--- config.mk ---
export PLATFORM = sky130hd
export DESIGN_NAME = fetch_top
export DESIGN_NICKNAME = d
export VERILOG_FILES = /design/src/hw/fetch_pkg.sv /design/src/hw/bpu_update_if.sv /design/src/hw/fetch_top.sv /design/src/hw/ifu.sv /design/src/hw/bpu.sv /design/src/hw/return_addr_stack.sv /design/src/hw/branch_target_buf.sv /design/src/hw/gshare_pht.sv
export VERILOG_INCLUDE_DIRS = /design/src /design/src/hw
export SDC_FILE = /design/constraint.sdc
export NUM_CORES = 2
export LEC_CHECK = 0
export BUFFER_PORTS_ARGS = -buffer_cell sky130_fd_sc_hd__buf_2
export CORE_UTILIZATION = 40
export DETAILED_ROUTE_END_ITERATION = 10
export SLEW_MARGIN = 20
export SYNTH_ARGS = -nofsm -noshare
export SYNTH_HDL_FRONTEND = slang
export SYNTH_HIERARCHICAL = 1
export SYNTH_SLANG_ARGS = --single-unit
--- constraint.sdc ---
create_clock -name clk -period 5.3 [get_ports clk]
set_input_delay 0.53 -clock clk [delete_from_list [all_inputs] [get_ports clk]]
set_output_delay 0.53 -clock clk [all_outputs]
set_load 0.01 [all_outputs]
--- src/hw/fetch_params.svh ---
`ifndef FETCH_PARAMS_SVH
`define FETCH_PARAMS_SVH

// datapath widths
`define XLEN 32
`define HISLEN 6 // global history bits

// predictor table sizes, powers of two
`define PHT_DEPTH 64
`define BTB_DEPTH 16
`define RAS_DEPTH 4

// trap bus layout, bit positions follow mcause codes
`define TRAP_LEN 16
`define TRAP_INST_ADDR_MISALIGNED 0
`define TRAP_INST_ACCESS_FAULT 1
`define TRAP_INST_PAGE_FAULT 12

`endif
--- src/hw/fetch_pkg.sv ---
`include "fetch_params.svh"

package fetch_pkg;

  typedef logic [`XLEN-1:0] addr_t; // pc or branch target
  typedef logic [31:0] inst_t;
  typedef logic [`HISLEN-1:0] hist_t;
  typedef logic [`TRAP_LEN-1:0] trap_bus_t;

  // same encoding as the jump type field coming back from ex
  typedef enum logic [1:0] {
    JT_NONE   = 2'b00,
    JT_JAL    = 2'b01,
    JT_JALR   = 2'b10,
    JT_BRANCH = 2'b11
  } jump_type_e;

  // fill level of the return address stack
  typedef enum logic [1:0] {
    RAS_EMPTY,
    RAS_PARTIAL,
    RAS_FULL
  } ras_state_e;

endpackage

--- src/hw/bpu_update_if.sv ---
`timescale 1ns/1ps

interface bpu_update_if;
  import fetch_pkg::*;

  logic       valid;
  logic       taken;     // resolved direction
  addr_t      pc;        // pc of the resolved instruction
  addr_t      target;
  hist_t      history;   // history used when it was predicted
  jump_type_e jump_type;

  modport src (
    output valid, taken, pc, target, history, jump_type
  );

  modport dst (
    input valid, taken, pc, target, history, jump_type
  );

endinterface

--- src/hw/fetch_top.sv ---
`timescale 1ns/1ps

module fetch_top (
  input  logic                  clk,
  input  logic                  rst_i,
  input  fetch_pkg::addr_t      inst_addr_i,
  input  logic                  if_rdata_valid_i,
  input  fetch_pkg::inst_t      if_rdata_i,
  input  logic                  if_rdata_err_i,
  input  logic                  ram_stall_valid_mem_i,
  input  logic                  ex_branch_valid_i,
  input  logic                  ex_branch_taken_i,
  input  fetch_pkg::addr_t      ex_pc_i,
  input  fetch_pkg::hist_t      ex_history_i,
  input  fetch_pkg::jump_type_e ex_jump_type_i,
  input  fetch_pkg::addr_t      ex_target_i,
  input  logic                  id_ras_push_valid_i, // call seen in id
  input  fetch_pkg::addr_t      id_ras_push_data_i,
  input  logic                  ex_stall_valid_i,
  input  logic                  if_flush_i,
  input  logic                  id_stall_i,
  output logic                  ram_stall_valid_if_o,
  output fetch_pkg::addr_t      inst_addr_o,
  output fetch_pkg::inst_t      inst_data_o,
  output fetch_pkg::trap_bus_t  trap_bus_o,
  output fetch_pkg::addr_t      bpu_pc_o,
  output logic                  bpu_pc_valid_o,
  output logic                  pdt_res_o,
  output fetch_pkg::addr_t      pdt_pc_tag_o,
  output fetch_pkg::hist_t      history_o
);

  bpu_update_if u_upd ();

  // resolved control flow from ex
  assign u_upd.valid     = ex_branch_valid_i;
  assign u_upd.taken     = ex_branch_taken_i;
  assign u_upd.pc        = ex_pc_i;
  assign u_upd.target    = ex_target_i;
  assign u_upd.history   = ex_history_i;
  assign u_upd.jump_type = ex_jump_type_i;

  ifu u_ifu (
    .clk                  (clk),
    .rst_i                (rst_i),
    .inst_addr_i          (inst_addr_i),
    .if_rdata_valid_i     (if_rdata_valid_i),
    .if_rdata_i           (if_rdata_i),
    .if_rdata_err_i       (if_rdata_err_i),
    .ram_stall_valid_mem_i(ram_stall_valid_mem_i),
    .ram_stall_valid_if_o (ram_stall_valid_if_o),
    .inst_addr_o          (inst_addr_o),
    .inst_data_o          (inst_data_o),
    .trap_bus_o           (trap_bus_o),
    .upd                  (u_upd.dst),
    .id_ras_push_valid_i  (id_ras_push_valid_i),
    .id_ras_push_data_i   (id_ras_push_data_i),
    .ex_stall_valid_i     (ex_stall_valid_i),
    .if_flush_i           (if_flush_i),
    .id_stall_i           (id_stall_i),
    .bpu_pc_o             (bpu_pc_o),
    .bpu_pc_valid_o       (bpu_pc_valid_o),
    .pdt_res_o            (pdt_res_o),
    .pdt_pc_tag_o         (pdt_pc_tag_o),
    .history_o            (history_o)
  );

endmodule

--- src/hw/ifu.sv ---
`timescale 1ns/1ps
`include "fetch_params.svh"

module ifu (
  input  logic                 clk,
  input  logic                 rst_i,
  input  fetch_pkg::addr_t     inst_addr_i,      // from pc register
  input  logic                 if_rdata_valid_i, // memory has delivered
  input  fetch_pkg::inst_t     if_rdata_i,
  input  logic                 if_rdata_err_i,
  input  logic                 ram_stall_valid_mem_i,
  output logic                 ram_stall_valid_if_o,
  output fetch_pkg::addr_t     inst_addr_o,      // to if/id
  output fetch_pkg::inst_t     inst_data_o,
  output fetch_pkg::trap_bus_t trap_bus_o,
  bpu_update_if.dst            upd,
  input  logic                 id_ras_push_valid_i,
  input  fetch_pkg::addr_t     id_ras_push_data_i,
  input  logic                 ex_stall_valid_i,
  input  logic                 if_flush_i,
  input  logic                 id_stall_i,
  output fetch_pkg::addr_t     bpu_pc_o,         // to pc register
  output logic                 bpu_pc_valid_o,
  output logic                 pdt_res_o,
  output fetch_pkg::addr_t     pdt_pc_tag_o,
  output fetch_pkg::hist_t     history_o
);
  import fetch_pkg::*;

  trap_bus_t trap_bus;

  assign inst_addr_o = inst_addr_i;
  assign inst_data_o = if_rdata_i;

  // mem stage already stalls the pipe, so it has priority
  assign ram_stall_valid_if_o = !if_rdata_valid_i && !ram_stall_valid_mem_i;

  always_comb begin
    trap_bus = '0;
    trap_bus[`TRAP_INST_ADDR_MISALIGNED] = |inst_addr_i[1:0]; // no compressed isa
    trap_bus[`TRAP_INST_ACCESS_FAULT]    = if_rdata_err_i && if_rdata_valid_i;
    trap_bus[`TRAP_INST_PAGE_FAULT]      = 1'b0; // no mmu
  end

  assign trap_bus_o = trap_bus;

  bpu u_bpu (
    .clk                (clk),
    .rst_i              (rst_i),
    .if_pc_i            (inst_addr_i),
    .if_inst_i          (if_rdata_i),
    .if_inst_valid_i    (if_rdata_valid_i), // word only counts once delivered
    .upd                (upd),
    .id_ras_push_valid_i(id_ras_push_valid_i),
    .id_ras_push_data_i (id_ras_push_data_i),
    .flush_valid_i      (if_flush_i),
    .ex_stall_valid_i   (ex_stall_valid_i),
    .id_stall_i         (id_stall_i),
    .pdt_pc_o           (bpu_pc_o),
    .branch_or_not_o    (bpu_pc_valid_o),
    .pdt_res_o          (pdt_res_o),
    .pdt_pc_tag_o       (pdt_pc_tag_o),
    .history_o          (history_o)
  );

endmodule

--- src/hw/bpu.sv ---
`timescale 1ns/1ps

module bpu (
  input  logic             clk,
  input  logic             rst_i,
  input  fetch_pkg::addr_t if_pc_i,
  input  fetch_pkg::inst_t if_inst_i,
  input  logic             if_inst_valid_i,
  bpu_update_if.dst        upd,
  input  logic             id_ras_push_valid_i,
  input  fetch_pkg::addr_t id_ras_push_data_i,
  input  logic             flush_valid_i,
  input  logic             ex_stall_valid_i,
  input  logic             id_stall_i,
  output fetch_pkg::addr_t pdt_pc_o,
  output logic             branch_or_not_o,
  output logic             pdt_res_o,
  output fetch_pkg::addr_t pdt_pc_tag_o,
  output fetch_pkg::hist_t history_o
);
  import fetch_pkg::*;

  localparam inst_t RetInst = 32'h0000_8067; // jalr x0, 0(x1)

  logic       pht_taken;
  logic       btb_hit;
  addr_t      btb_target;
  jump_type_e btb_type;
  addr_t      ras_top;
  logic       ras_empty;
  logic       use_ras;
  logic       btb_branch;
  logic       btb_jal;
  logic       pred_taken;
  addr_t      pred_target;
  logic       spec_ok;

  // a return with a non-empty stack wins over the btb
  assign use_ras    = if_inst_valid_i && (if_inst_i == RetInst) && !ras_empty;
  assign btb_branch = if_inst_valid_i && !use_ras && btb_hit && (btb_type == JT_BRANCH);
  assign btb_jal    = if_inst_valid_i && !use_ras && btb_hit && (btb_type == JT_JAL);

  always_comb begin
    pred_taken  = 1'b0;
    pred_target = if_pc_i + addr_t'(4); // fall through
    if (use_ras) begin
      pred_taken  = 1'b1;
      pred_target = ras_top;
    end else if (btb_jal || (btb_branch && pht_taken)) begin
      pred_taken  = 1'b1;
      pred_target = btb_target;
    end
  end

  // no speculative state change while flushing or stalled in ex
  assign spec_ok = !flush_valid_i && !ex_stall_valid_i;

  assign pdt_pc_o        = pred_target;
  assign branch_or_not_o = pred_taken;
  assign pdt_res_o       = pred_taken;
  assign pdt_pc_tag_o    = if_pc_i;

  gshare_pht u_pht (
    .clk         (clk),
    .rst_i       (rst_i),
    .lookup_pc_i (if_pc_i),
    .spec_shift_i(btb_branch && spec_ok),
    .spec_taken_i(pht_taken),
    .upd         (upd),
    .taken_o     (pht_taken),
    .history_o   (history_o)
  );

  branch_target_buf u_btb (
    .clk        (clk),
    .rst_i      (rst_i),
    .lookup_pc_i(if_pc_i),
    .upd        (upd),
    .hit_o      (btb_hit),
    .target_o   (btb_target),
    .jump_type_o(btb_type)
  );

  return_addr_stack u_ras (
    .clk        (clk),
    .rst_i      (rst_i),
    .push_i     (id_ras_push_valid_i && !id_stall_i), // held while id stalls
    .push_data_i(id_ras_push_data_i),
    .pop_i      (use_ras && spec_ok),
    .top_o      (ras_top),
    .empty_o    (ras_empty)
  );

endmodule

--- src/hw/return_addr_stack.sv ---
`timescale 1ns/1ps
`include "fetch_params.svh"

module return_addr_stack (
  input  logic             clk,
  input  logic             rst_i,
  input  logic             push_i,
  input  fetch_pkg::addr_t push_data_i,
  input  logic             pop_i,
  output fetch_pkg::addr_t top_o,
  output logic             empty_o
);
  import fetch_pkg::*;

  localparam int PtrW = $clog2(`RAS_DEPTH);
  localparam int CntW = $clog2(`RAS_DEPTH + 1);

  addr_t           stack_q [`RAS_DEPTH];
  logic [PtrW-1:0] sp_q;    // next free slot, wraps around
  logic [PtrW-1:0] top_idx;
  logic [CntW-1:0] count_q;
  ras_state_e      state;
  logic            pop_ok;

  always_comb begin
    if (count_q == '0) begin
      state = RAS_EMPTY;
    end else if (count_q == CntW'(`RAS_DEPTH)) begin
      state = RAS_FULL;
    end else begin
      state = RAS_PARTIAL;
    end
  end

  assign top_idx = sp_q - PtrW'(1);
  assign pop_ok  = pop_i && (state != RAS_EMPTY);
  assign top_o   = stack_q[top_idx];
  assign empty_o = (state == RAS_EMPTY);

  always_ff @(posedge clk) begin
    if (rst_i) begin
      sp_q    <= '0;
      count_q <= '0;
    end else if (push_i && !pop_ok) begin
      sp_q <= sp_q + PtrW'(1);
      if (state != RAS_FULL) begin
        count_q <= count_q + CntW'(1); // when full the oldest slot is reused
      end
    end else if (pop_ok && !push_i) begin
      sp_q    <= top_idx;
      count_q <= count_q - CntW'(1);
    end
  end

  always_ff @(posedge clk) begin
    if (push_i) begin
      if (pop_ok) begin
        stack_q[top_idx] <= push_data_i; // push with pop replaces the top
      end else begin
        stack_q[sp_q] <= push_data_i;
      end
    end
  end

endmodule

--- src/hw/branch_target_buf.sv ---
`timescale 1ns/1ps
`include "fetch_params.svh"

module branch_target_buf (
  input  logic                  clk,
  input  logic                  rst_i,
  input  fetch_pkg::addr_t      lookup_pc_i,
  bpu_update_if.dst             upd,
  output logic                  hit_o,
  output fetch_pkg::addr_t      target_o,
  output fetch_pkg::jump_type_e jump_type_o
);
  import fetch_pkg::*;

  localparam int IdxW = $clog2(`BTB_DEPTH);
  localparam int TagW = `XLEN - IdxW - 2;

  logic            valid_q  [`BTB_DEPTH];
  logic [TagW-1:0] tag_q    [`BTB_DEPTH];
  addr_t           target_q [`BTB_DEPTH];
  jump_type_e      type_q   [`BTB_DEPTH];
  logic [IdxW-1:0] lookup_idx;
  logic [TagW-1:0] lookup_tag;
  logic [IdxW-1:0] upd_idx;
  logic [TagW-1:0] upd_tag;
  logic            wr_en;

  assign lookup_idx = lookup_pc_i[IdxW+1:2];
  assign lookup_tag = lookup_pc_i[`XLEN-1:IdxW+2];
  assign upd_idx    = upd.pc[IdxW+1:2];
  assign upd_tag    = upd.pc[`XLEN-1:IdxW+2];

  // only taken branches and jal get an entry
  assign wr_en = upd.valid && upd.taken &&
                 ((upd.jump_type == JT_BRANCH) || (upd.jump_type == JT_JAL));

  assign hit_o       = valid_q[lookup_idx] && (tag_q[lookup_idx] == lookup_tag);
  assign target_o    = target_q[lookup_idx];
  assign jump_type_o = type_q[lookup_idx];

  always_ff @(posedge clk) begin
    if (rst_i) begin
      for (int i = 0; i < `BTB_DEPTH; i++) begin
        valid_q[i] <= 1'b0;
      end
    end else if (wr_en) begin
      valid_q[upd_idx] <= 1'b1;
    end
  end

  always_ff @(posedge clk) begin
    if (wr_en) begin
      tag_q[upd_idx]    <= upd_tag;
      target_q[upd_idx] <= upd.target;
      type_q[upd_idx]   <= upd.jump_type;
    end
  end

endmodule

--- src/hw/gshare_pht.sv ---
`timescale 1ns/1ps
`include "fetch_params.svh"

module gshare_pht (
  input  logic             clk,
  input  logic             rst_i,
  input  fetch_pkg::addr_t lookup_pc_i,
  input  logic             spec_shift_i, // predicted conditional branch this cycle
  input  logic             spec_taken_i,
  bpu_update_if.dst        upd,
  output logic             taken_o,
  output fetch_pkg::hist_t history_o
);
  import fetch_pkg::*;

  localparam int IdxW = $clog2(`PHT_DEPTH);

  logic [1:0]      cnt_q [`PHT_DEPTH];
  hist_t           history_q;
  logic [IdxW-1:0] lookup_idx;
  logic [IdxW-1:0] upd_idx;
  logic            upd_en;

  // word address xor history, history zero-extended to the index width
  assign lookup_idx = lookup_pc_i[IdxW+1:2] ^ IdxW'(history_q);
  assign upd_idx    = upd.pc[IdxW+1:2] ^ IdxW'(upd.history);
  assign upd_en     = upd.valid && (upd.jump_type == JT_BRANCH);

  assign taken_o   = cnt_q[lookup_idx][1]; // msb is the direction
  assign history_o = history_q;

  // 2-bit saturating counters
  always_ff @(posedge clk) begin
    if (rst_i) begin
      for (int i = 0; i < `PHT_DEPTH; i++) begin
        cnt_q[i] <= 2'b01; // weakly not taken
      end
    end else if (upd_en) begin
      if (upd.taken && (cnt_q[upd_idx] != 2'b11)) begin
        cnt_q[upd_idx] <= cnt_q[upd_idx] + 2'b01;
      end else if (!upd.taken && (cnt_q[upd_idx] != 2'b00)) begin
        cnt_q[upd_idx] <= cnt_q[upd_idx] - 2'b01;
      end
    end
  end

  // speculative global history, newest bit at the lsb
  always_ff @(posedge clk) begin
    if (rst_i) begin
      history_q <= '0;
    end else if (spec_shift_i) begin
      history_q <= {history_q[`HISLEN-2:0], spec_taken_i};
    end
  end

endmodule

==> flow_summary.yaml <==
timing:
  worst_pin_slew_ps: 1199
  relSlewSlack: 0.1964
  period_needed_ps: 5329
  finalHoldViolations: 0
  finalClockSkew_ps: 21.80
  fmax_mhz: 187.6
  setup_viol: 4
  fin_ws_ps: -29.23
  period_share: 1.006
  drv_slew: 0
  tns_ps: -36.94
  hold_ws_ps: 149.0
  grt_setup_unrepaired: "yes"
placement:
  preCtsSetupSlack_ps: -295.1
  gp_congestion: 0.8847
  place_area_um2: 56920
  hpwl_um: 92500
  portBuffers: 315
  dp.cells: 4894
pwr:
  p_sw_mw: 4.906
  irDropWorstVdd_mv: 0.2898
  power_mw: 21.68
  p_seq_frac: 0.504
  cellPowerDensity_nw_per_um2: 350.9
  internal_power_mw: 16.78
  p_leak_nw: 20.17
  clockPowerShare: 0.418
  p_sw_frac: 0.2263
  power_frac_comb: 0.078
cells_and_area:
  fin_nets: 3515
  finalNonFillerCells: 5178
  fin_area_um2: 61790
  layout-drive-gt1-share: 0.3289
  syn_to_final_growth_pct: 17.18
  fill_cells: 10980
  fin_util: 0.4747
worst_setup_path:
  slowest_stage: "mux4_2"
  r2r_slack_ps: 1300
  reg2reg_depth: 13
  critPathLaunchType: "flip-flop"
  critical_path_class: "reg2out"
  cpPeakStageDelay_ps: 540
  crit_family: "simple AND/OR/NAND/NOR gates"
  startpoint: "u_ifu/u_bpu/u_btb/tag_q[14][7]"
  crit_arrival_ps: 4800
  critPathMaxFanout: 6
  end_kind: "output port"
  r2r-start: "u_ifu/u_bpu/u_btb/tag_q[14][7]"
  path_buf_inv: 3
  worstReg2RegEnd: "u_ifu/u_bpu/u_pht/history_o[4]"
  cp_cell_sequence: "mux4_2 -> nand3_2 -> o211ai_1 -> or4_4 -> or4_4 -> a2111oi_4 -> buf_4 -> nand3_4 -> or2_4 -> o31a_1 -> a211oi_2 -> buf_4 -> a21o_1 -> buf_2"
  cp.required_ps: 4770
global_route:
  grt-ovfl-total: 0
  antenna_found_initial: 33
  grt_max_degree: 99
  grt_usage: 0.2194
  grt_pass1_wl_um: 208900
  first_global_vias: 29410
hold_path:
  hp-start: "ex_target_i[18]"
  hold_path_class: "in2reg"
  min_to: "u_ifu/u_bpu/u_btb/target_q[3][18]"
  hold_depth: 1
die:
  die_area_um2: 133300
  die_w_um: 365.1
  rows: 132
  num_io_pins: 332
  coreArea_um2: 130100
  die_h_um: 365.1
  start_util: 0.4051
yosys:
  synth_cell_types: 88
  synth_area_leaders: "edfxtp_1 (69%), mux4_2 (14%), buf_4 (1.9%)"
  synthArstFlopShare: 0
  seq_area_frac_synth: 0.7028
  ys_ff_latch: 1243
  synth_common_cells: "edfxtp_1 (1216), mux4_2 (323), nor2_1 (183), nand2_1 (172), buf_4 (133)"
  synth-edff-count: 1216
  synth_most_common_cell: "edfxtp_1"
  synth_cells: 2880
  synth.largest_area_cell: "edfxtp_1"
  syn_area_um2: 52730
  ys.flop_type: "edfxtp_1"
  yosys.area.top_type_share: 0.6925
  yosysWarnings: 6
  avgSynthCellArea_um2: 18.31
clock_tree:
  clk_latency_ps: 740
  h-tree-depth: 4
  ctsLongestPathBuffers: 3
  cts_root_buffer: "clkbuf_16"
  numCtsBuffers: 136
  clk_pin_slew_ps: 60
  clock-sinks: 1243
  cts_tree: "done"
drt:
  finalWirelength_um: 146200
  via_per_inst: 5.743
  highest_layer: "met5"
  met2_wirelength_um: 69240
  firstDrtPassIters: 5
  drcViolationCount: 0
  drt_first_iter_violations: 3157
  drtAntennaViolNets: 0
  m1WireLength_um: 61240
  wl_met3_um: 11770
  vias: 29740
  wl_per_cell_um: 28.24
run_status:
  run_status: "finished with violations"
  violations: "setup timing"
run:
  cap_violations: 0
==> per-layer routing <==
layer / vias to the layer above / GRT usage
li1: 12490 / -
met1: 15560 / 0.3050
met2: 1385 / 0.3496
met3: 280 / 0.04386
met4: 16 / 0.06547
met5: - / 0
==> power by group through the flow <==
stage	Combinational [mW]	Clock, mW	Sequential (mW)
6_report	1.70	9.06	10.9
5_1_grt	1.80	9.59	10.9
4_1_cts	1.68	9.23	10.9
3_5_place_dp	1.65	0	11.1
3_3_place_gp	1.64	0	11.1
2_1_floorplan	0.972	0	11.1
==> cell families (layout without fill, tap and decap cells) <==
logic type               Yosys count  after routing  synth area share
AND/OR/NAND/NOR                  548            548           0.04865
buffers and inverters            289            826           0.03410
XOR/XNOR                          57             57          0.009966
flip-flops                      1243           1243            0.7028
AO/OA/AOI/OAI                    292            292           0.03937
other                              1             20        0.00007112
adder cells (fa/ha/maj)            7              7          0.001661
multiplexers                     443            443            0.1634
==> cells in the final DEF (no fill, tap or decap), types with 23 or more instances in the layout <==
cell type and count:
o21ai_0 28, nand2_1 170, inv_1 27, dlygate4sd3_1 32, buf_2 309, edfxtp_1 1216
clkinv_1 23, nand3_1 28, buf_12 24, mux2i_1 89, a21oi_1 28, mux4_2 324
nor3_1 38, dfxtp_1 24, xnor2_1 24, clkbuf_1 40, nor2_1 161, o21bai_1 63
buf_4 183, nor4_1 24, clkbuf_16 140, xor2_1 25
==> how the worst max path moves through the flow <==
| stage | cells after the start | slack [ps] | to |
|---|---|---|---|
| finish | 14 | -30 | bpu_pc_o[17] |
| global route | 15 | -180 | bpu_pc_o[30] |
| CTS | 14 | 9 | bpu_pc_o[26] |
| detailed placement | 17 | -300 | bpu_pc_o[12] |
| global placement | 17 | -300 | bpu_pc_o[12] |
| floorplan | 12 | 660 | bpu_pc_o[18] |
==> cell type report <==
cell class	instances	area [µm²]	area share
sequential	1243	37060	0.5998
multi-input combinational	1361	14320	0.2318
timing repair buffer	559	3859	0.06245
clock buffer	184	3709	0.06002
tap	1742	2180	0.03528
clock inverter	55	536.8	0.008688
inverter	28	107.6	0.001742
antenna	6	15.01	0.0002430
==> flip-flops by register name, summed over array words and instances, names as in the netlist <==
signal / flops
u_ifu/u_bpu/u_ras/count_q: 3
u_ifu/u_bpu/u_btb/valid_q: 16
u_ifu/u_bpu/u_ras/sp_q: 2
u_ifu/u_bpu/u_pht/cnt_q: 128
u_ifu/u_bpu/u_btb/target_q: 512
u_ifu/u_bpu/u_btb/tag_q: 416
u_ifu/u_bpu/u_pht/history_o: 6
u_ifu/u_bpu/u_btb/type_q: 32
u_ifu/u_bpu/u_ras/stack_q: 128
==> repair_timing <==
action / in CTS / in global routing
buffers inserted: 2 / 7
resized for setup: 18 / 39
pin swaps: 6 / 6
hold buffers: 32 / 0
setup endpoints to repair: 34 / 32
hold endpoints to repair: 128 / 0
No activity file was read; power rests on OpenSTA's default activity.
